## config.mk

```make
export PLATFORM = sky130hd
export DESIGN_NAME = sprite_command_decoder
export DESIGN_NICKNAME = d
export VERILOG_FILES = /design/src/display_pkg.sv /design/src/sprite_pkg.sv /design/src/sprite_command_decoder.sv
export SDC_FILE = /design/constraint.sdc
export NUM_CORES = 1
export LEC_CHECK = 0
export ABC_CLOCK_PERIOD_IN_PS = 2900
export BUFFER_PORTS_ARGS = -buffer_cell sky130_fd_sc_hd__buf_2
export CAP_MARGIN = 0
export CORE_UTILIZATION = 31
export DETAILED_ROUTE_END_ITERATION = 6
export PLACE_DENSITY = 0.54
export RECOVER_POWER = 100
export SYNTH_ARGS = -nofsm -noshare
export SYNTH_HDL_FRONTEND = slang
export SYNTH_SLANG_ARGS = --single-unit
```

## constraint.sdc

```tcl
create_clock -name clock_in -period 2.9 [get_ports clock_in]
set_input_delay 0 -clock clock_in [delete_from_list [all_inputs] [get_ports clock_in]]
set_output_delay 0 -clock clock_in [all_outputs]
set_load 0.01 [all_outputs]
```

## src/display_pkg.sv

```systemverilog
/*
 * Frame geometry and pixel write types shared by the sprite engine and
 * the frame buffer. Addresses are linear, x + y * frame width, and
 * 18 bits cover frames up to 262144 pixels.
 */

package display_pkg;

    typedef logic [9:0]  coordinate_t;     // Screen x or y.
    typedef logic [17:0] pixel_address_t;  // Linear frame buffer address.
    typedef logic [3:0]  color_index_t;    // Colour index, before palette lookup.

    // One frame buffer write. 23 bits.
    typedef struct packed {
        logic           write_enable;
        pixel_address_t address;
        color_index_t   color;
    } pixel_write_t;

endpackage

```

## src/sprite_pkg.sv

```systemverilog
/*
 * Sprite setup, colour modes and the host header layout.
 * Mode code 3 is reserved and behaves as 16 colours.
 */

package sprite_pkg;

    import display_pkg::*;

    typedef enum logic [1:0] {
        COLORS_2  = 2'd0,
        COLORS_4  = 2'd1,
        COLORS_16 = 2'd2
    } color_mode_t;

    typedef struct packed {
        coordinate_t  x_position;
        coordinate_t  y_position;
        coordinate_t  width;
        color_mode_t  color_mode;
        color_index_t palette_offset;
        logic [1:0]   spare;
    } sprite_setup_t;

    // Header byte order after sprite_start.
    localparam int HEADER_BYTES  = 7;
    localparam int HEADER_X_HIGH = 0;
    localparam int HEADER_X_LOW  = 1;
    localparam int HEADER_Y_HIGH = 2;
    localparam int HEADER_Y_LOW  = 3;
    localparam int HEADER_W_HIGH = 4;
    localparam int HEADER_W_LOW  = 5;
    localparam int HEADER_MODE   = 6;  // Palette in [7:4], mode in [1:0].

    function automatic logic [3:0] pixels_per_byte(color_mode_t mode);
        case (mode)
            COLORS_2: return 4'd8;
            COLORS_4: return 4'd4;
            default:  return 4'd2;
        endcase
    endfunction

endpackage

```

## src/sprite_command_decoder.sv

```systemverilog
/*
 * Parses the host byte stream into a sprite setup and paces the queued
 * pixel bytes to the engine. Each byte is held valid for 2P+2 cycles and
 * then low for 2, with P pixels per byte. BYTE_FIFO_DEPTH must be a power
 * of two. Bytes that find the queue full are lost and set overflow.
 * sprite_start always restarts the decoder, even mid-sprite.
 * sprite_end is only acted on once the header is complete.
 */

`timescale 1ns/10ps

module sprite_command_decoder
    import sprite_pkg::*;
#(
    parameter int BYTE_FIFO_DEPTH = 16
) (
    input  logic          clock_in,
    input  logic          reset,
    input  logic          sprite_start,
    input  logic          byte_valid,
    input  logic [7:0]    byte_data,
    input  logic          sprite_end,
    output sprite_setup_t setup,
    output logic          enable,
    output logic          pixel_valid,
    output logic [7:0]    pixel_byte,
    output logic          busy,
    output logic          overflow
);

    localparam int POINTER_WIDTH      = $clog2(BYTE_FIFO_DEPTH);
    localparam int COUNT_WIDTH        = $clog2(BYTE_FIFO_DEPTH + 1);
    localparam int HEADER_COUNT_WIDTH = $clog2(HEADER_BYTES);
    localparam int LOW_CYCLES         = 2;

    typedef enum logic [1:0] {
        PHASE_IDLE,
        PHASE_HEADER,
        PHASE_PIXELS
    } phase_t;

    phase_t                        phase;
    logic [HEADER_COUNT_WIDTH-1:0] header_count;
    logic                          end_seen;
    logic [7:0]                    fifo_memory [BYTE_FIFO_DEPTH];
    logic [POINTER_WIDTH-1:0]      write_pointer;
    logic [POINTER_WIDTH-1:0]      read_pointer;
    logic [COUNT_WIDTH-1:0]        fifo_count;
    logic                          fifo_full;
    logic                          fifo_empty;
    logic                          push;
    logic                          pop;
    logic [4:0]                    pace_count;
    logic                          sprite_done;

    assign enable     = (phase == PHASE_PIXELS);
    assign busy       = (phase != PHASE_IDLE);
    assign fifo_full  = (fifo_count == COUNT_WIDTH'(BYTE_FIFO_DEPTH));
    assign fifo_empty = (fifo_count == '0);

    assign push = enable && !end_seen && byte_valid && !fifo_full;
    assign pop  = enable && !pixel_valid && (pace_count == '0) && !fifo_empty;

    // Queue drained and the last low period over.
    assign sprite_done = enable && end_seen && fifo_empty && !pixel_valid
                         && (pace_count == '0);

    // ------------------------------
    // Header assembly
    // ------------------------------
    always_ff @(posedge clock_in) begin
        if (phase == PHASE_HEADER && byte_valid) begin
            case (int'(header_count))
                HEADER_X_HIGH: setup.x_position[9:8] <= byte_data[1:0];
                HEADER_X_LOW:  setup.x_position[7:0] <= byte_data;
                HEADER_Y_HIGH: setup.y_position[9:8] <= byte_data[1:0];
                HEADER_Y_LOW:  setup.y_position[7:0] <= byte_data;
                HEADER_W_HIGH: setup.width[9:8]      <= byte_data[1:0];
                HEADER_W_LOW:  setup.width[7:0]      <= byte_data;
                HEADER_MODE: begin
                    setup.palette_offset <= byte_data[7:4];
                    setup.color_mode     <= color_mode_t'(byte_data[1:0]);
                    setup.spare          <= 2'b00;
                end
                default: ;
            endcase
        end
    end

    // Queue storage and the byte handed to the engine.
    always_ff @(posedge clock_in) begin
        if (push) begin
            fifo_memory[write_pointer] <= byte_data;
        end
        if (pop) begin
            pixel_byte <= fifo_memory[read_pointer];
        end
    end

    // ------------------------------
    // Control, queue pointers, pacing
    // ------------------------------
    always_ff @(posedge clock_in) begin
        if (reset || sprite_start) begin
            phase         <= reset ? PHASE_IDLE : PHASE_HEADER;
            header_count  <= '0;
            end_seen      <= 1'b0;
            overflow      <= 1'b0;
            write_pointer <= '0;
            read_pointer  <= '0;
            fifo_count    <= '0;
            pixel_valid   <= 1'b0;
            pace_count    <= '0;
        end else begin
            if (phase == PHASE_HEADER && byte_valid) begin
                header_count <= header_count + 1'b1;
                if (int'(header_count) == HEADER_BYTES - 1) begin
                    phase <= PHASE_PIXELS;  // Enable rises next cycle.
                end
            end

            if (enable && sprite_end) begin
                end_seen <= 1'b1;
            end

            if (enable && !end_seen && byte_valid && fifo_full) begin
                overflow <= 1'b1;  // Held until the next sprite_start.
            end

            if (push) write_pointer <= write_pointer + 1'b1;
            if (pop) read_pointer <= read_pointer + 1'b1;

            if (push && !pop) begin
                fifo_count <= fifo_count + 1'b1;
            end else if (pop && !push) begin
                fifo_count <= fifo_count - 1'b1;
            end

            // Valid high for 2P+2 cycles, then low for LOW_CYCLES.
            if (pop) begin
                pixel_valid <= 1'b1;
                pace_count  <= 5'(2 * pixels_per_byte(setup.color_mode) + 1);
            end else if (pixel_valid) begin
                if (pace_count == '0) begin
                    pixel_valid <= 1'b0;
                    pace_count  <= 5'(LOW_CYCLES - 1);
                end else begin
                    pace_count <= pace_count - 1'b1;
                end
            end else if (pace_count != '0) begin
                pace_count <= pace_count - 1'b1;
            end

            if (sprite_done) begin
                phase <= PHASE_IDLE;  // Drops enable and busy together.
            end
        end
    end

endmodule

```

; Word-level counts from Yosys, hierarchy flattened
; Memory sizes are Yosys's and may differ from the RTL's. A register that Yosys moved wholly into a read port is not among the register bits.
; Index checks and enable logic that the tools add are counted.
[totals]
register_bits = 62
ram_bits = 128
in_bits = 13
word_cells = 95
memories = 1
[classes]
add_sub_neg = 7
n_eq_ne = 11
mux = 19
n_reduce_logical = 40
[memory_table]
columns = memory, depth, word_bits, rd, rd_clocked_by_memory_dff, write_ports, line
row1 = fifo_memory, 16, 8, 1, 1, 1, sprite_command_decoder.sv:45  ; logic [7:0] fifo_memory [BYTE_FIFO_DEPTH];
[ops]
columns = cell, count
row1 = 5-bit two-way mux, 6
row2 = 2-bit AND reduction, 8
row3 = 1-bit logical AND, 15
row4 = 5-bit by 1-bit adder with 5-bit output (second input constant), 2
row5 = 5-bit logical NOT, 2
row6 = 5-bit by 1-bit subtractor with 5-bit output (second input constant), 2
row7 = 3-bit by 2-bit == test with 1-bit output (second input constant), 3
row8 = 3-bit == test (second input constant), 3
row9 = 3-bit nonzero test, 3
row10 = 4-bit by 1-bit adder with 4-bit output (second input constant), 2
row11 = 2-bit two-way mux, 4
row12 = 4-bit two-way mux, 2
row13 = 4-bit one-hot mux with 2 select lines, 1
row14 = 1-bit logical NOT, 6
row15 = 1-bit two-way mux, 6
row16 = 5-bit == test (second input constant), 1
row17 = 5-bit nonzero test, 1
row18 = 2-bit by 1-bit == test with 1-bit output (second input constant), 2
row19 = 2-bit nonzero test, 2
row20 = 3-bit by 1-bit adder with 3-bit output (second input constant), 1
row21 = 3-bit by 1-bit == test with 1-bit output (second input constant), 1
row22 = 3-bit logical NOT, 1
row23 = 2-bit == test (second input constant), 1
row24 = 2-bit logical NOT, 1
row25 = 1-bit logical OR, 1

; Depth between registers and ports, before layout
[logic_depth]
ltp_word = 8
depth_mapped = 11

; Least setup slack after synthesis
; OpenSTA, ideal clock, no wires.
[synth_path]
path_kind = reg-to-reg
start = reg fifo_count[0]
end = reg fifo_count[4]
setup_ns = 0.072
t_arrival_ns = 2.625
setup_slack_ns = 0.204
stages_incl_launch_ff = 10
cell_sequence = dfxtp_1 or4_4 o2111ai_4 ha_1 inv_1 fa_1 a21o_1 a21oi_1 mux2i_1 mux2i_1
[synth_via]
elab_chain_cells = 6
[synth_rtl]
columns = item, line
row1 = from (decl), sprite_command_decoder.sv:48  ; logic [COUNT_WIDTH-1:0] fifo_count;
row2 = from (signal assigned), sprite_command_decoder.sv:134  ; fifo_count <= fifo_count + 1'b1;
row3 = from (signal assigned), sprite_command_decoder.sv:136  ; fifo_count <= fifo_count - 1'b1;
row4 = branches (longest 6 deep; another with 5-bit by 1-bit subtractor with 5-bit output), n/a
; Several ways; the timed one is not identified. The select of a mux whose other input is x is not followed.
; A chain may end at the register's enable or synchronous reset.

; Worst setup path after layout
[layout_path]
start = reg fifo_count[1]
end = reg fifo_count[4]
; The elaborated chain is that of the path after synthesis.

==> summary.txt <==
Power
  • Seq pwr share: 52.0%
  • Fraction of power consumed by combinational cells: 10.8%
  • Leakage power of the design: 2.85 nW
  • Internal power component: 4.76 mW
  • Sw frac: 22.6%
  • Cell area power density: 676 nW/um^2
  • Clock network fraction of total power: a little under two fifths
  • Worst vdd rail ir drop: 0.000371 V
  • Switching Power: 1.39 mW

Synth
  • Post-Syn Area: 7840 um^2
  • Number of distinct library cells after synthesis: about 50
  • Fraction of the yosys area taken by sequential cells: 72.8%
  • Number of synthesized flops with an enable pin: approximately 170
  • Register bit count reported by yosys: between 150 and 200
  • Most used DFF post-synth: edfxtp_1
  • Synthesized netlist cell count: between 400 and 500
  • Top cells by area in the synthesized netlist: edfxtp_1 (67%), dfxtp_1 (6.1%), mux2i_1 (4.6%), mux4_2 (4.6%), ha_1 (2.6%)
  • Yosys top cell by area: edfxtp_1
  • Average cell area after synthesis: around 17 um^2
  • Synth top area share: 66.7%
  • Yosys warning total: 0
  • Async set or reset register ratio after synthesis: 0%

STA
  • Worst setup margin: 185 ps
  • Transition time at the pin with the least slew margin: approximately 1400 ps
  • Setup repair after global routing missed its margin: false
  • Final critical-path required period: 2720 ps
  • Worst clock skew: 5.95 ps
  • Final setup violation count: 0
  • Post-route fraction of the period consumed by the critical path: between 90% and 100%
  • Worst hold slack: 102 ps
  • Normalized max-slew margin: 9.31%
  • Achievable frequency: roughly 370 MHz
  • Hold violation total from the final report: 0
  • Setup TNS Final: 0 ps
  • Max-slew violation total from the final report: 0

CTS
  • Clock Tree Buf Depth: 2
  • CTS clock-pin slew for the worst setup and hold paths: 70 ps
  • TritonCTS Sinks: 198
  • Number of gates resized after CTS: 0
  • Buffer cell driving the clock tree root: clkbuf_16
  • Insertion delay to the later sink of the worst-skew pair: 420 ps
  • CTS tree: built
  • H-tree depth: 4
  • Num CTS Buffers: 17

Detailed routing
  • Routed vias/inst: 4.76
  • Drt first-iter violations: 295
  • Routed wire per std cell: roughly 18 um
  • Vias: 4,248
  • First drt pass iteration count: 4
  • Wire length after detailed routing: 16,100 um
  • Number of DRC violations after detailed routing: 0
  • Antenna-violating nets left: 0

Setup path
  • Worst Setup End Kind: flip-flop
  • Worst EP arrival: 3070 ps
  • CP startpoint kind: flip-flop
  • Required @ worst endpoint: 3250 ps
  • CP Class: reg2reg
  • Crit path max-delay cell type: or4_4
  • Largest fanout of any net on the critical path: 5
  • Worst path cell trace: or4_4, o2111ai_4, ha_1, inv_1, fa_1, a21o_1, a21oi_1, mux2i_1, mux2i_1
  • Cell with the most instances on the worst path: mux2i_1
  • Worst stage delay on the critical path: ~570 ps

GRT
  • Aggregate global-route resource usage: about an eighth
  • Wire length of the first global-routing pass: 25,000 um
  • Initial antenna violation count: 0
  • Number of global-route vias before repair: 4,411
  • Remaining Overflow, GRT: 0
  • Maximum number of pins on one net before global-route repair: 46

Worst hold path
  • Path type of the worst min-delay path: in2reg

Layout
  • Post-Route Utilization: 37.1%
  • Leading cell type in the layout, fill and taps excluded: edfxtp_1
  • Most frequent cells in the layout: edfxtp_1 (174), clkbuf_1 (79), mux2i_1 (36)
  • Number of filler cells placed in the layout: 2,367
  • Number of diodes: 0
  • Non-filler instance count after layout: 893
  • Net count, final: 586
  • Syn-to-layout area delta: 16.1%
  • Share of layout cells above drive strength 1: 10.5%

Floorplanning
  • Starting Density: 32.0%
  • Number of placement rows: 57
  • Overall die area: 25,900 um^2
  • Core area: roughly 25,000 um^2
  • IO Pins: 63
  • DIE WIDTH: 161 um
  • Die Ht: about 160 um

Placed design
  • Quantity of I/O buffers inserted on ports: 60
  • HPWL after detailed placement: around 11,000 um
  • Routability congestion estimate from global placement: approximately 0.75
  • Placed Instances: 852
  • Worst Setup Slack post-DPL: between 150 and 200 ps

Run
  • Max-cap violations: 0

Status
  • Status: finished clean
-- flip-flops by register name (all words and copies together), names as in the netlist --
register,flops
fifo_memory,128
setup,36
pixel_byte,8
fifo_count,5
pace_count,5
read_pointer,4
write_pointer,4
header_count,3
phase,2
end_seen,1
overflow,1
pixel_valid,1
-- critical path: cells and delay by family (launching register included) --
| family | cells | cell delay [ps] |
|---|---|---|
| and+or+nand+nor | 1 | 570 |
| buffers and inverters | 1 | 110 |
| muxes | 2 | 410 |
| DFF | 1 | 360 |
| AOI/OAI and AO/OA | 3 | 560 |
| adders and majority gates | 2 | 640 |
-- per-stage QoR --
step | instance area, um^2 | total power, mW
2_1_floorplan | 7840 | 3.71
3_3_place_gp | 8600 | 3.84
3_5_place_dp | 8600 | 3.87
4_1_cts | 9240 | 6.15
5_1_grt | 9100 | 6.39
6_report | 9100 | 6.15
-- path summary, 6_finish.rpt --
check | start | endpoint | slack, ps | cells after the start
hold reg to reg | pixel_valid$_SDFF_PP0_ | pixel_valid$_SDFF_PP0_ | 510 | 2
setup reg to reg | fifo_count[1]$_SDFFE_PP0P_ | fifo_count[4]$_SDFFE_PP0P_ | 180 | 9
hold / removal | byte_valid | overflow$_SDFFE_PP0P_ | 100 | 4
setup / recovery | fifo_count[1]$_SDFFE_PP0P_ | fifo_count[4]$_SDFFE_PP0P_ | 180 | 9
-- repair_timing --
| item | CTS | global route |
|---|---|---|
| endpoints found under the hold margin | 18 | 0 |
| setup endpoints to repair | 0 | 1 |
| buffers inserted | 0 | 2 |
| hold buffers | 7 | 0 |
-- cells by family (layout without fill, tap and decap cells) --
group / count (synthesis) / count (layout) / synth area share [%]
AOI/OAI and AO/OA: 63 / 63 / 5.83
xor gates and xnor gates: 11 / 11 / 1.23
adders and majority gates: 17 / 17 / 2.81
buffers and inverters: 37 / 134 / 2.15
DFF: 198 / 198 / 72.8
muxes: 52 / 52 / 9.19
other: 1 / 2 / 0.0478
and+or+nand+nor: 92 / 92 / 5.95
-- cell usage after synthesis, types with 6 or more instances --
cell	instances
nor2_1	34
clkbuf_1	12
ha_1	16
nand2_1	23
xor2_1	6
inv_1	11
mux4_2	16
and3_1	6
mux2i_1	36
edfxtp_1	174
o21ai_0	11
buf_2	9
a22oi_1	8
a221oi_1	16
dfxtp_1	24
a21oi_1	12
-- power by group through the flow --
| stage | combinational [mW] | clock [mW] | sequential, mW |
|---|---|---|---|
| after floorplan | 0.458 | 0 | 3.25 |
| after detailed placement | 0.608 | 0 | 3.26 |
| after CTS | 0.624 | 2.33 | 3.20 |
| final | 0.665 | 2.29 | 3.20 |
| after global placement | 0.585 | 0 | 3.25 |
| after global routing | 0.751 | 2.44 | 3.20 |
-- routing by layer --
layer | wire length (um) | track usage (%) | vias to the layer above
li1 | - | - | 1986
met1 | 7100 | 16.2 | 2141
met2 | 8130 | 22.0 | 109
met3 | 690 | 3.08 | 12
met4 | 186 | 3.99 | 0
met5 | 0 | 0 | -
-- layout make-up --
type / instances / area (um^2) / share of cell area [%]
inverters: 12 / 45.0 / 0.495
well taps: 324 / 405 / 4.45
clock inverters: 8 / 101 / 1.11
multi-input cells: 237 / 1970 / 21.6
clock buffers: 24 / 472 / 5.18
repair buffers: 90 / 408 / 4.48
flip-flops and latches: 198 / 5710 / 62.7
Power figures use the tool's default switching activity.
