===== src/display_pkg.sv =====
/*
 * Frame geometry and pixel write types shared by the sprite engine and
 * the frame buffer. Addresses are linear, x + y * frame width, and
 * 18 bits cover frames up to 262144 pixels.
 */

package display_pkg;

    typedef logic [9:0]  coordinate_t;     // Screen x or y.
    typedef logic [17:0] pixel_address_t;  // Linear frame buffer address.
    typedef logic [3:0]  color_index_t;    // Colour index, before palette lookup.

    // One frame buffer write. 23 bits.
    typedef struct packed {
        logic           write_enable;
        pixel_address_t address;
        color_index_t   color;
    } pixel_write_t;

endpackage


===== src/sprite_pkg.sv =====
/*
 * Sprite setup, colour modes and the host header layout.
 * Mode code 3 is reserved and behaves as 16 colours.
 */

package sprite_pkg;

    import display_pkg::*;

    typedef enum logic [1:0] {
        COLORS_2  = 2'd0,
        COLORS_4  = 2'd1,
        COLORS_16 = 2'd2
    } color_mode_t;

    typedef struct packed {
        coordinate_t  x_position;
        coordinate_t  y_position;
        coordinate_t  width;
        color_mode_t  color_mode;
        color_index_t palette_offset;
        logic [1:0]   spare;
    } sprite_setup_t;

    // Header byte order after sprite_start.
    localparam int HEADER_BYTES  = 7;
    localparam int HEADER_X_HIGH = 0;
    localparam int HEADER_X_LOW  = 1;
    localparam int HEADER_Y_HIGH = 2;
    localparam int HEADER_Y_LOW  = 3;
    localparam int HEADER_W_HIGH = 4;
    localparam int HEADER_W_LOW  = 5;
    localparam int HEADER_MODE   = 6;  // Palette in [7:4], mode in [1:0].

    function automatic logic [3:0] pixels_per_byte(color_mode_t mode);
        case (mode)
            COLORS_2: return 4'd8;
            COLORS_4: return 4'd4;
            default:  return 4'd2;
        endcase
    endfunction

endpackage


===== src/sprite_engine.sv =====
/*
 * Unpacks pixel bytes into 8, 4 or 2 colour indices, most significant
 * pixel first, and writes them at a pen that wraps after width columns.
 * pixel_valid must stay high until the last pixel of a byte is drawn and
 * go low before the next byte. Width must be at least 1. Each pixel is
 * written on two consecutive cycles. An address past 18 bits is sent as
 * all ones, so the frame buffer drops it.
 */

`timescale 1ns/10ps

module sprite_engine
    import display_pkg::*;
    import sprite_pkg::*;
#(
    parameter int FRAME_WIDTH = 640
) (
    input  logic          clock_in,
    input  logic          reset,
    input  logic          enable,
    input  sprite_setup_t setup,
    input  logic          pixel_valid,
    input  logic [7:0]    pixel_byte,
    output pixel_write_t  pixel_write
);

    localparam int ADDRESS_WIDTH     = $bits(pixel_address_t);
    localparam int ADDRESS_SUM_WIDTH = ADDRESS_WIDTH + 3;

    typedef enum logic [2:0] {
        IDLE,
        NEW_PIXELS,
        DRAW,
        HOLD_OUTPUT,
        WAIT_FOR_NEW_PIXELS
    } engine_state_t;

    engine_state_t                state;
    coordinate_t                  pen_x;
    coordinate_t                  pen_y;
    logic [3:0]                   pixels_remaining;
    logic [2:0]                   pixel_slot;
    logic [10:0]                  last_column;
    logic [ADDRESS_SUM_WIDTH-1:0] linear_address;
    color_index_t                 selected_bits;

    assign pixel_slot  = pixels_remaining[2:0] - 3'd1;  // 8 maps to bit 7.
    assign last_column = 11'(setup.x_position) + 11'(setup.width) - 11'd1;

    assign linear_address = ADDRESS_SUM_WIDTH'(pen_x)
                          + ADDRESS_SUM_WIDTH'(pen_y) * ADDRESS_SUM_WIDTH'(FRAME_WIDTH);

    // ------------------------------
    // Pixel bit selection
    // ------------------------------
    always_comb begin
        case (setup.color_mode)
            COLORS_2: selected_bits = {3'b000, pixel_byte[pixel_slot]};
            COLORS_4: selected_bits = {2'b00, pixel_byte[{pixel_slot[1:0], 1'b0} +: 2]};
            default:  selected_bits = pixel_byte[{pixel_slot[0], 2'b00} +: 4];
        endcase
    end

    // ------------------------------
    // Draw state machine
    // ------------------------------
    always_ff @(posedge clock_in) begin
        if (reset || !enable) begin
            state                    <= IDLE;
            pixel_write.write_enable <= 1'b0;
        end else begin
            case (state)
                IDLE: begin
                    pen_x <= setup.x_position;
                    pen_y <= setup.y_position;
                    state <= NEW_PIXELS;
                end

                NEW_PIXELS: begin
                    pixels_remaining <= pixels_per_byte(setup.color_mode);
                    if (pixel_valid) begin
                        state <= DRAW;
                    end
                end

                DRAW: begin
                    pixels_remaining <= pixels_remaining - 4'd1;

                    // Pen step with wrap to the next line.
                    if ({1'b0, pen_x} < last_column) begin
                        pen_x <= pen_x + 10'd1;
                    end else begin
                        pen_x <= setup.x_position;
                        pen_y <= pen_y + 10'd1;
                    end

                    if (linear_address[ADDRESS_SUM_WIDTH-1:ADDRESS_WIDTH] != '0) begin
                        pixel_write.address <= '1;
                    end else begin
                        pixel_write.address <= linear_address[ADDRESS_WIDTH-1:0];
                    end

                    pixel_write.color        <= selected_bits + setup.palette_offset;  // Mod 16.
                    pixel_write.write_enable <= 1'b1;
                    state                    <= HOLD_OUTPUT;
                end

                HOLD_OUTPUT: begin
                    if (pixels_remaining == 4'd0) begin
                        state <= WAIT_FOR_NEW_PIXELS;
                    end else begin
                        state <= DRAW;
                    end
                end

                WAIT_FOR_NEW_PIXELS: begin
                    pixel_write.write_enable <= 1'b0;
                    if (!pixel_valid) begin
                        state <= NEW_PIXELS;  // Byte released by the source.
                    end
                end

                default: state <= IDLE;
            endcase
        end
    end

endmodule


===== config.mk =====
export PLATFORM = sky130hd
export DESIGN_NAME = sprite_engine
export DESIGN_NICKNAME = d
export VERILOG_FILES = /design/src/display_pkg.sv /design/src/sprite_pkg.sv /design/src/sprite_engine.sv
export SDC_FILE = /design/constraint.sdc
export NUM_CORES = 1
export LEC_CHECK = 0
export ABC_CLOCK_PERIOD_IN_PS = 5000
export BUFFER_PORTS_ARGS = -buffer_cell sky130_fd_sc_hd__buf_2
export CAP_MARGIN = 20
export CORE_MARGIN = 10
export CORE_UTILIZATION = 40
export DETAILED_ROUTE_END_ITERATION = 8
export PLACE_DENSITY = 0.57
export SLEW_MARGIN = 15
export SYNTH_ARGS = -nofsm -noshare
export SYNTH_HDL_FRONTEND = slang
export SYNTH_SLANG_ARGS = --single-unit

===== constraint.sdc =====
create_clock -name clock_in -period 5 [get_ports clock_in]
set_input_delay 0.5 -clock clock_in [delete_from_list [all_inputs] [get_ports clock_in]]
set_output_delay 0.5 -clock clock_in [all_outputs]
set_load 0.005 [all_outputs]

After elaboration in Yosys (flattened, before gate mapping)
Index checks and enable logic that the tools add are counted.
Widths: inputs -> output; s select.
{ "op_classes": {"add_sub_neg": 8, "eq_ne": 8, "mux": 14, "shifts": 2, "n_lt_le_gt_ge": 2, "reduce_logical": 14, "bitwise": 1, "mul": 1} }
{ "op_table": {"columns": ["operator", "n"], "rows": [
  ["$pmux 10 s2", 2],
  ["$pmux 4 s2", 3],
  ["$add 10x20->21", 1],
  ["$add 10x1->10 const B", 2],
  ["$mux 10", 2],
  ["$pmux 3 s5", 1],
  ["$mul 10x3->13 const B", 1],
  ["$add 10x10->11", 1],
  ["$lt 10x11->1", 1],
  ["$sub 11x1->11 const B", 1],
  ["$mux 3", 3],
  ["$reduce_and 2->1", 4],
  ["$shiftx 8x4->2", 1],
  ["$shiftx 8x4->4", 1],
  ["$eq 3x2->1 const B", 2],
  ["$ne 2x2->1 const B", 3],
  ["$reduce_bool 2->1", 3],
  ["$add 4x4->4", 1],
  ["$logic_not 4->1", 1],
  ["$lt 3x4->1 const B", 1],
  ["$sub 4x1->4 const B", 1],
  ["$bmux 1 s3", 1],
  ["$eq 3x1->1 const B", 1],
  ["$eq 3x3->1 const B", 1],
  ["other kinds (11)", 11]
]} }
{ "word_totals": {"input_bits": 50, "ff_bits": 50, "elab_cells": 57} }

Longest topological paths before layout
Gate-level depths: netlist of run 1.
{ "depth": {"depth_word": 5, "depth_mapped": 20, "mapped_depth_nobuf": 19} }

Worst setup path after synthesis of run 1
No wires, ideal clock.
{ "synth_timing": {"path_type": "input-to-reg", "start": "in setup[9] in the netlist's numbering", "end": "reg pen_x[1] (data pin)", "slack_ns": 1.251, "arrival_ns": 3.489, "stages": 20, "setup_time_ns": 0.260, "path_cell_list": "inv_1 ha_1 inv_1 ha_1 inv_1 fa_1 nor2b_1 o21ai_0 a21oi_1 o21ai_0 nand2b_1 xnor2_1 ha_1 o21a_1 o21ai_0 a21oi_1 nor3_1 o21ai_0 buf_2 mux2_2"} }
{ "synth_via": {"elab_chain_len": 5} }
{ "synth_lines": {"columns": ["element", "line_no", "text"], "rows": [
  ["start: declaration", "sprite_engine.sv:21", "input sprite_setup_t setup,"],
  ["$add 10x10->11", "sprite_engine.sv:48", "assign last_column = 11'(setup.x_position) + 11'(setup.width) - 11'd1;"],
  ["$sub 11x1->11", "sprite_engine.sv:48", null],
  ["$lt 10x11->1", "sprite_engine.sv:90", "if ({1'b0, pen_x} < last_column) begin"],
  ["$mux 10", "sprite_engine.sv:90", null],
  ["$pmux 10 s2", "sprite_engine.sv:72", "case (state)"],
  ["end signal: assignment", "sprite_engine.sv:74", "pen_x <= setup.x_position;"],
  ["end signal: assignment", "sprite_engine.sv:91", "pen_x <= pen_x + 10'd1;"],
  ["end signal: assignment", "sprite_engine.sv:93", "pen_x <= setup.x_position;"],
  ["end: declaration", "sprite_engine.sv:39", "coordinate_t pen_x;"]
]} }
Every way passes these cells.
A chain may end at the register's enable or synchronous reset.

Worst setup path after layout of run 1
{ "layout_timing": {"start": "reg pen_y[1]", "end": "reg pixel_write[4] in the netlist's numbering (data pin)"} }
{ "layout_via": {"elab_chain_len": 3} }
{ "layout_lines": {"columns": ["element", "line_no", "text"], "rows": [
  ["start: declaration", "sprite_engine.sv:40", "coordinate_t pen_y;"],
  ["start signal: assignment", "sprite_engine.sv:75", "pen_y <= setup.y_position;"],
  ["start signal: assignment", "sprite_engine.sv:94", "pen_y <= pen_y + 10'd1;"],
  ["$mul 10x3->13", "sprite_engine.sv:51", "+ ADDRESS_SUM_WIDTH'(pen_y) * ADDRESS_SUM_WIDTH'(FRAME_WIDTH);"],
  ["$add 10x20->21", "sprite_engine.sv:51", null],
  ["$reduce_bool 3->1", "sprite_engine.sv:97", "if (linear_address[ADDRESS_SUM_WIDTH-1:ADDRESS_WIDTH] != '0) begin"],
  ["end: declaration", "sprite_engine.sv:24", "output pixel_write_t pixel_write"]
]} }
Every way passes these cells.

==> impl_metrics.ini, run 1 <==
[run_status]
status = completed

[cts]
root_buffer = clkbuf_8
cts_resized = 0
cts_num_sinks = 50
cts_buffers = 5
cts_tree = built
insertion_delay_ps = 310
clock_path_buffers = 2
postCtsSetupRepairBufs = 0
htree_levels = 2
cts_hold_buffers = 0
cts.clk_slew.worst_paths_ps = 90

[drt]
top_layer = met4
wl_met1_mm = 4.16
wl_met3_um = 237
wl_met2_mm = 4.41
drc = 0
drt_iter0_drc = 175
vias = 3272
vias_per_cell = 5.04
drtAntennaViolNets = 0
wl_per_cell_um = 13.7
drt_first_pass_iters = 4
wl_mm = 8.91

[logic_synthesis]
ys_top_cells_by_count = inv_1 (64), ha_1 (53), edfxtp_1 (46), a21oi_1 (30), xnor2_1 (26)
synth_most_common_cell = inv_1
ys_warn_count = 0
netlist.area_leader.share_pct = 31.8
ys_async_sr_fraction_pct = 0
avgSynthCellArea_um2 = 9.88
synth_edf_count = 46
synthFlopType = edfxtp_1
ys_types = 59
synth_nets = 547
synthCells = 440
netlist_area_um2 = 4350
synth_seq_area_share_pct = 33.6
synth.area.top_cells = edfxtp_1 (32%), ha_1 (15%), inv_1 (5.5%)
synth_seq_cells = 50
synth_top_cell_by_area = edfxtp_1

[floorplanning]
start_util_pct = 40.5
fp.coreArea_um2 = 10700
die-height_um = 124
ios = 73
dieArea_um2 = 15400
die_w_um = 124
fp-row-count = 38

[finish]
drive_gt1_share_pct = 21.8
antennaDiodeCount = 0
layout.nets = 615
layout.core_utilization_pct = 45.6
syn_to_final_growth_pct = 12.8

[worst_setup_path]
critPathRequiredTime_ps = 5010
cp-end-kind = register
path_cells = ha_1 -> ha_1 -> inv_1 -> fa_1 -> xnor2_1 -> and3b_1 -> or3b_1 -> or4_4 -> nor2b_2 -> o211ai_1
crit_buf_inv = 1
reg2reg_setup_slack_ps = 1050
cp_common_cell = ha_1
worst_path_max_delay_cell = nor2b_2
timing.rr.start = pen_y[1]
critPathLaunchType = register
cp.arrival_ps = 3960
slowest_delay_ps = 700
cp_top_family = simple AND/OR/NAND/NOR gates
critPathMaxFanout = 16
worstSetupPathType = reg -> reg
reg2reg_depth = 10
r2r_end = pixel_write[4]

[sta]
min_period_ps = 3950
rsz0062_at_grt = false
worst_pin_slew_ps = 1080
max_slew_margin_pct = 27.9
max_freq_ghz = 0.253
finalWorstSetupSlack_ps = 1050
hold_violations = 0
finalSetupViolCount = 0
maxSlewViolCount = 0
fin_setup_tns_ps = 0
period_share_pct = 79.0
finClkSkew_ps = 7.72

[pwr]
switchingPower_uw = 324
clkPwrFrac_pct = 21.9
combPwrFrac_pct = 31.9
ir_worst_vdd_uv = 102
p_sw_share_pct = 30.9
p_leak_nw = 2.12
internal_power_uw = 725
power-per-cell-area_nw_per_um2 = 214
pwr-share-seq_pct = 46.2

[min_path]
holdPathStages = 2
worstHoldPathType = in -> reg
holdCritStartpoint = setup[19]
hold_end = pen_y[1]

[global_route]
grt_first_pass_wirelength_mm = 15.5
grt_max_degree = 27
overflow = 0
grt_pass1_vias = 3352
grt_usage_pct = 11.5
grt_antenna_before_repair = 0

[placement]
hpwl_mm = 7.34
gp_congestion = 0.808
place_ws_ps = 719
numPortBuffers = 70

[job]
cap_violations = 0
through the flow:
step	cells	power, mW	hold slack [ps]	instance area (um2)
2_1_floorplan	440	0.751	480	4350
3_3_place_gp	641	0.823	481	4820
3_5_place_dp	641	0.833	490	4820
4_1_cts	649	1.06	483	4900
5_1_grt	649	1.13	487	4900
6_report	649	1.05	492	4900
placed cells by master, fill, tap and decap left out, drive strengths merged, types with 4 or more instances in the layout:
cell / count
clkbuf: 6
inv: 64
dfxtp: 4
a21oi: 31
nor2b: 5
buf: 73
fa: 4
nand2: 14
a211oi: 6
o211ai: 19
a21o: 4
xnor2: 26
nor2: 23
mux2i: 14
o21ai: 23
xor2: 13
and2: 5
nor3b: 4
nand3: 12
edfxtp: 46
nor3: 11
ha: 53
nand2b: 7
how the worst max path moves through the flow:
stage                         start             end  cells past startpoint  slack [ps]
after floorplan            setup[9]        pen_x[1]                     20        1250
after global placement    setup[29]        pen_x[1]                     20         760
after detailed placement  setup[29]        pen_x[1]                     20         720
after CTS                  pen_y[1]  pixel_write[4]                     10        1040
after global routing      setup[29]        pen_x[2]                     20         650
final                      pen_y[1]  pixel_write[4]                     10        1050
sequential cells by signal, summed over array words and instances (netlist names):
| signal | flops |
|---|---|
| pen_x | 10 |
| state | 3 |
| pixel_write | 23 |
| pen_y | 10 |
| pixels_remaining | 4 |
cell families (layout without fill, tap and decap cells):
kind of cell,count (synthesis),count (layout),synth area share (%)
mux,20,20,5.55
flops,50,50,33.6
compound gates,99,99,16.0
xor+xnor,39,39,7.85
simple gates,98,98,12.4
fa+ha+maj,58,58,17.3
buf+inv,76,145,7.25
layout make-up:
| cell class | instances | area [um2] |
|---|---|---|
| fillers | 1107 | 5840 |
| multi-input cells | 314 | 2570 |
| flip-flops and latches | 50 | 1460 |
| repair buffers | 73 | 373 |
| inverters | 64 | 240 |
| well taps | 140 | 175 |
| clock buffers | 6 | 72.6 |
| clock inverters | 2 | 10.0 |
per-layer routing:
layer / vias up / track usage [%]
met5: - / 0
met4: 0 / 3.29
met3: 6 / 1.91
met2: 39 / 19.5
met1: 1520 / 14.5
li1: 1707 / -
power by group through the flow:
stage | Sequential (mW) | Combinational [mW] | Clock (mW)
2_1_floorplan | 0.489 | 0.261 | 0
3_3_place_gp | 0.495 | 0.328 | 0
3_5_place_dp | 0.495 | 0.338 | 0
4_1_cts | 0.485 | 0.340 | 0.239
5_1_grt | 0.487 | 0.388 | 0.252
6_report | 0.485 | 0.334 | 0.230
No activity file was read; power rests on OpenSTA's default activity.
==> run 2, diff against run 1 <==
--- a/config.mk
+++ b/config.mk
@@ -5,13 +5,14 @@
 export SDC_FILE = /design/constraint.sdc
 export NUM_CORES = 1
 export LEC_CHECK = 0
-export ABC_CLOCK_PERIOD_IN_PS = 5000
+export ABC_AREA = 1
+export ABC_CLOCK_PERIOD_IN_PS = 3350
 export BUFFER_PORTS_ARGS = -buffer_cell sky130_fd_sc_hd__buf_2
 export CAP_MARGIN = 20
 export CORE_MARGIN = 10
 export CORE_UTILIZATION = 40
 export DETAILED_ROUTE_END_ITERATION = 8
-export PLACE_DENSITY = 0.57
+export PLACE_DENSITY = 0.59
 export SLEW_MARGIN = 15
 export SYNTH_ARGS = -nofsm -noshare
 export SYNTH_HDL_FRONTEND = slang
==> constraint.sdc (replaced) <==
create_clock -name clock_in -period 3.35 [get_ports clock_in]
set_input_delay 0.335 -clock clock_in [delete_from_list [all_inputs] [get_ports clock_in]]
set_output_delay 0.335 -clock clock_in [all_outputs]
set_load 0.005 [all_outputs]
==> run 2 against run 1 <==
Compared with the run above: synthesized area increased by 0.35%; power increased by 62%; final cell count increased by 18%; sequential power increased by 49%; register-to-register slack got worse by 680 ps; critical path type is now in -> reg; highest routed layer unchanged; setup slack got worse by 720 ps; utilization increased by 1.5 points; clock skew about the same.
==> impl_metrics.ini, run 2 <==
[sta]
finalWorstSetupSlack_ps = 327
max_freq_ghz = 0.331
finClkSkew_ps = 8.19
hold_violations = 0
max_slew_margin_pct = 53.4
finalSetupViolCount = 0
fin_setup_tns_ps = 0
min_period_ps = 3020
maxSlewViolCount = 0
rsz0062_at_grt = false
worst_pin_slew_ps = 699
period_share_pct = 90.2

[logic_synthesis]
netlist.area_leader.share_pct = 31.7
synth-adder-area-share_pct = 17.0
synthFlopType = edfxtp_1
synth.area.top_cells = edfxtp_1 (32%), ha_1 (15%), nand2_1 (10%)
synth_seq_area_share_pct = 33.5
avgSynthCellArea_um2 = 8.01
synth_top_family_by_area = simple AND/OR/NAND/NOR gates
ys_warn_count = 0
ys_async_sr_fraction_pct = 0
synth_top_cell_by_area = edfxtp_1
synth_nets = 652
synth_xor_area_share_pct = 6.82
synth_most_common_cell = nand2_1
synth_seq_cells = 50
synth_edf_count = 46
ys_types = 36
synth_compound_area_share_pct = 7.25
netlist_area_um2 = 4360
synthCells = 545
ys_top_cells_by_count = nand2_1 (122), inv_1 (102), ha_1 (53), nand3_1 (49), edfxtp_1 (46)
synth.area.mux_share_pct = 0
synthSimpleGateAreaFrac_pct = 25.3

[worst_setup_path]
cp-end-kind = register
reg2reg_setup_slack_ps = 370
reg2reg_depth = 12
crit_start = setup[31]
cp.arrival_ps = 3050
timing.rr.start = pen_y[3]
r2r_end = pixel_write[4]
worstSetupPathType = in -> reg
critPathRequiredTime_ps = 3370
critPathMaxFanout = 10
critPathLaunchType = primary input

[cts]
clock_path_buffers = 2
htree_levels = 2
cts.clk_slew.worst_paths_ps = 100
insertion_delay_ps = 300
cts_tree = built
cts_num_sinks = 50
cts_buffers = 5
root_buffer = clkbuf_8

[floorplanning]
dieArea_um2 = 15500
die-height_um = 124
fp-row-count = 38
fp.coreArea_um2 = 10700
ios = 73
die_w_um = 124
start_util_pct = 40.6

[min_path]
hold_end = pen_y[9]
worstHoldPathType = in -> reg
holdPathStages = 3
holdCritStartpoint = setup[27]

[finish]
layout_commonest_cell = nand2_1
stdcell_count = 767
antennaDiodeCount = 0
largest_register = pixel_write
largest_reg_flops = 23
top_regs = pixel_write x23, pen_x x10, pen_y x10
fillerInstances = 1111
final_cell_mix = nand2_1 (121), inv_1 (102), buf_2 (70), ha_1 (53), nand3_1 (49)
layout.core_utilization_pct = 47.2
syn_to_final_growth_pct = 16.2
drive_gt1_share_pct = 19.8
layout.nets = 734

[pwr]
ir_worst_vdd_uv = 198
p_leak_nw = 2.55
p_sw_share_pct = 31.6
combPwrFrac_pct = 32.5
pwr-share-seq_pct = 42.6
clkPwrFrac_pct = 24.9
internal_power_mw = 1.16
power-per-cell-area_nw_per_um2 = 336
switchingPower_uw = 538

[placement]
gp_congestion = 0.849
place_ws_ps = -200
hpwl_mm = 7.79
placedCellCount = 760
numPortBuffers = 70

[global_route]
overflow = 0
grt_first_pass_wirelength_mm = 16.2
grt_pass1_vias = 3705
grt_usage_pct = 11.9
grt_antenna_before_repair = 0
grt_max_degree = 23

[run_status]
status = completed

[job]
cap_violations = 0

[drt]
wl_mm = 9.38
drt_first_pass_iters = 4
vias_per_cell = 4.75
vias = 3644
wl_per_cell_um = 12.2
drt_iter0_drc = 161
drc = 0
drtAntennaViolNets = 0
## run 2: cell types whose count changed after synthesis, sizes merged, moves of 7 or more
cell,before,now
nand2b,7,0
nand2,14,130
inv,64,105
xor2,13,21
xnor2,26,13
nand3,12,61
o211ai,19,1
o21ai,23,16
mux2i,14,0
nor2,23,30
## run 2: per-layer routing
layer,wire length [um],GRT usage [%],vias to the layer above
met5,0,0,-
met4,187,3.77,0
met3,342,2.26,11
met2,4400,20.5,67
met1,4450,14.5,1628
li1,-,-,1938
## run 2: stage by stage
stage | hold WS (ps) | power (mW) | area, um2
floorplan | 460 | 1.16 | 4370
global placement | 473 | 1.28 | 4960
detailed placement | 473 | 1.30 | 4960
CTS | 296 | 1.73 | 5070
global route | 310 | 1.83 | 5070
finish | 302 | 1.70 | 5070
## run 2: cell families (layout without fill, tap and decap cells)
kind of cell / after synthesis / in the layout
flops: 50 / 50
buf+inv: 113 / 195
simple gates: 235 / 235
xor+xnor: 34 / 34
compound gates: 56 / 56
fa+ha+maj: 57 / 57
## run 2: what timing repair did
item | 4_1_cts | 5_1_grt
setup buffers | 0 | 0
hold buffers | 0 | 0
endpoints found under the setup margin | 0 | 10
resized for setup | 0 | 2
## run 2: area by class of cell
| type | count | area, um2 | area share (%) |
|---|---|---|---|
| Tap cell | 140 | 175 | 3.46 |
| Multi-Input combinational cell | 382 | 2470 | 48.7 |
| Clock buffer | 5 | 68.8 | 1.36 |
| Inverter | 105 | 394 | 7.77 |
| Timing Repair Buffer | 83 | 460 | 9.08 |
| Sequential cell | 50 | 1460 | 28.8 |
| Clock inverter | 2 | 38.8 | 0.765 |
## run 2: worst max-delay path, cell delays in order
cell	delay, ps
buf_2	90
inv_1	40
ha_1	260
inv_1	40
ha_1	310
a21oi_1	210
o21ai_0	150
a21o_1	210
xor2_1	140
ha_1	290
nand2_1	70
nor2_1	90
nand2_1	60
nand2_1	60
nand2_1	50
nand2_1	50
nand2_1	40
nand2_1	50
nand3_1	140
a21boi_2	210
buf_12	150
## run 2: worst max-delay path by stage
stage          endpoint  slack [ps]  depth (start not counted)
2_1_floorplan  pen_y[0]          40                         19
3_3_place_gp   pen_x[8]         -90                         23
3_5_place_dp   pen_x[5]        -200                         23
4_1_cts        pen_x[5]         150                         23
5_1_grt        pen_x[8]          30                         22
6_report       pen_y[3]         330                         21
## run 2: power by group through the flow
stage / registers [mW] / clock network, mW / logic [mW]
2_1_floorplan: 0.734 / 0 / 0.422
3_3_place_gp: 0.739 / 0 / 0.545
3_5_place_dp: 0.739 / 0 / 0.559
4_1_cts: 0.725 / 0.442 / 0.562
5_1_grt: 0.728 / 0.456 / 0.649
6_report: 0.725 / 0.424 / 0.554
==> run 3, diff against run 2 <==
--- a/config.mk
+++ b/config.mk
@@ -13,6 +13,7 @@
 export CORE_UTILIZATION = 40
 export DETAILED_ROUTE_END_ITERATION = 8
 export PLACE_DENSITY = 0.59
+export SETUP_SLACK_MARGIN = 0.4
 export SLEW_MARGIN = 15
 export SYNTH_ARGS = -nofsm -noshare
 export SYNTH_HDL_FRONTEND = slang
==> run 3 against run 2 <==
Compared with the run above: power grew 7.8%; register-to-register slack gained 190 ps; global-route usage grew 0.50 points; final area grew 8.3%; sequential power is essentially flat; largest power group unchanged.
==> impl_metrics.ini, run 3 (synthesis results as in run 2) <==
[drt]
drc = 0
drt_first_pass_iters = 6
drt_iter0_drc = 228
wl_per_cell_um = 12.8
wl_mm = 10.0
vias_per_cell = 4.84
vias = 3782
drtAntennaViolNets = 0

[finish]
layout.nets = 749
final_cell_mix = nand2_1 (116), inv_1 (88), buf_2 (66), nand3_1 (48), edfxtp_1 (46)
layout.core_utilization_pct = 51.1
fillerInstances = 1093
largest_register = pixel_write
layout_commonest_cell = nand2_1
largest_reg_flops = 23
multiInputGateArea_um2 = 2750
top_regs = pixel_write x23, pen_x x10, pen_y x10
drive_gt1_share_pct = 28.2
seq_area_um2 = 1460
antennaDiodeCount = 0
syn_to_final_growth_pct = 25.8

[pwr]
combPwrFrac_pct = 37.2
power-per-cell-area_nw_per_um2 = 334
switchingPower_uw = 605
p_leak_nw = 2.65
ir_worst_vdd_uv = 169
p_total_mw = 1.84
clkPwrFrac_pct = 23.4
internal_power_mw = 1.23
pwr-share-seq_pct = 39.4
p_sw_share_pct = 32.9

[cts]
cts_num_sinks = 50
clock_path_buffers = 2
insertion_delay_ps = 310
cts_buffers = 5
cts.clk_slew.worst_paths_ps = 90
htree_levels = 2
root_buffer = clkbuf_8
cts_tree = built

[job]
cap_violations = 0

[floorplanning]
fp-row-count = 38
die-height_um = 124
start_util_pct = 40.6
fp.coreArea_um2 = 10700
die_w_um = 124
ios = 73
dieArea_um2 = 15500

[worst_setup_path]
path_cells = buf_4 -> inv_2 -> ha_4 -> inv_2 -> ha_4 -> buf_4 -> a21oi_4 -> o21ai_4 -> buf_4 -> nand2_1 -> o311ai_0 -> xnor2_1 -> ha_1 -> nand2_2 -> nand2_2 -> nand3_4 -> a21boi_4 -> clkbuf_16
critPathMaxFanout = 5
worstSetupPathType = in -> reg
reg2reg_depth = 14
r2r_end = pixel_write[8]
critPathLaunchType = primary input
crit_start = setup[32]
cp.arrival_ps = 2910
crit_end = pen_y[5]
worst_path_max_delay_cell = ha_1
timing.rr.start = pen_y[3]
cp_common_cell = buf_4
slowest_delay_ps = 310
critPathRequiredTime_ps = 3390
reg2reg_setup_slack_ps = 560
cp-end-kind = register

[global_route]
grt_first_pass_wirelength_mm = 16.8
grt_pass1_vias = 3800
overflow = 0
grt_antenna_before_repair = 0
grt_usage_pct = 12.4
grt_max_degree = 23

[placement]
numPortBuffers = 70
hpwl_mm = 7.73
gp_congestion = 0.854
place_ws_ps = -2.82

[sta]
worst_pin_slew_ps = 651
holdWs_ps = 293
period_share_pct = 85.5
finalWorstSetupSlack_ps = 486
hold_violations = 0
maxSlewViolCount = 0
max_slew_margin_pct = 56.6
max_freq_ghz = 0.349
finalSetupViolCount = 0
finClkSkew_ps = 3.12
min_period_ps = 2860
rsz0062_at_grt = true

[min_path]
holdPathStages = 3
worstHoldPathType = in -> reg

[run_status]
status = completed
## run 3: cell types whose count changed in the layout (fill, tap and decap cells not counted), moves of 4 or more
| cell | before | now |
|---|---|---|
| a21oi_1 | 26 | 22 |
| inv_2 | 3 | 14 |
| buf_2 | 70 | 66 |
| nand2_2 | 8 | 12 |
| ha_1 | 53 | 43 |
| inv_1 | 102 | 88 |
| nand2_1 | 121 | 116 |
| ha_4 | 0 | 9 |
| buf_4 | 12 | 23 |
| buf_6 | 0 | 4 |
## run 3: metrics by stage
stage | instance area, um2 | cells | TNS (ps)
CTS | 5120 | 764 | 0
global route | 5490 | 782 | 0
detailed placement | 4980 | 755 | -4.52
global placement | 4980 | 755 | 0
finish | 5490 | 782 | 0
floorplan | 4430 | 545 | 0
## run 3: worst min-delay path by stage
| stage | from | to | slack (ps) |
|---|---|---|---|
| detailed placement | pixel_write[22] | pixel_write[22] | 480 |
| global placement | pixel_write[22] | pixel_write[22] | 470 |
| finish | setup[31] | pen_x[3] | 290 |
| CTS | setup[27] | pen_y[9] | 290 |
| global route | setup[24] | pen_y[6] | 290 |
| floorplan | pixel_write[22] | pixel_write[22] | 460 |
## run 3: repair_timing
item	in CTS	in global routing
hold buffers	0	0
pin swaps	0	33
setup buffers	2	14
gates cloned	0	4
gates resized for setup	2	50
endpoints found under the setup margin	23	40
## run 3: critical path: cells and delay by family
| family | cells | cell delay (ps) |
|---|---|---|
| compound gates | 4 | 690 |
| fa+ha+maj | 3 | 790 |
| simple gates | 4 | 250 |
| xor+xnor | 1 | 180 |
| buf+inv | 6 | 660 |
## run 3: cell type report
type,instances,share of cell area [%]
flip-flops and latches,50,26.6
clock buffers,5,1.25
inverters,105,7.32
multi-input cells,385,50.1
well taps,140,3.19
clock inverters,2,0.706
repair buffers,95,10.8
## run 3: power groups by stage
stage	registers, mW	logic (mW)	clock network [mW]
6_report	0.724	0.683	0.430
5_1_grt	0.727	0.787	0.469
4_1_cts	0.725	0.579	0.438
3_5_place_dp	0.740	0.571	0
3_3_place_gp	0.740	0.554	0
2_1_floorplan	0.734	0.438	0
## run 3: metal layers
layer / wire length (um) / track usage (%) / up-vias
met1: 4580 / 15.1 / 1723
li1: - / - / 1969
met3: 294 / 2.13 / 17
met2: 4910 / 21.5 / 73
met5: 0 / 0 / -
met4: 223 / 3.98 / 0
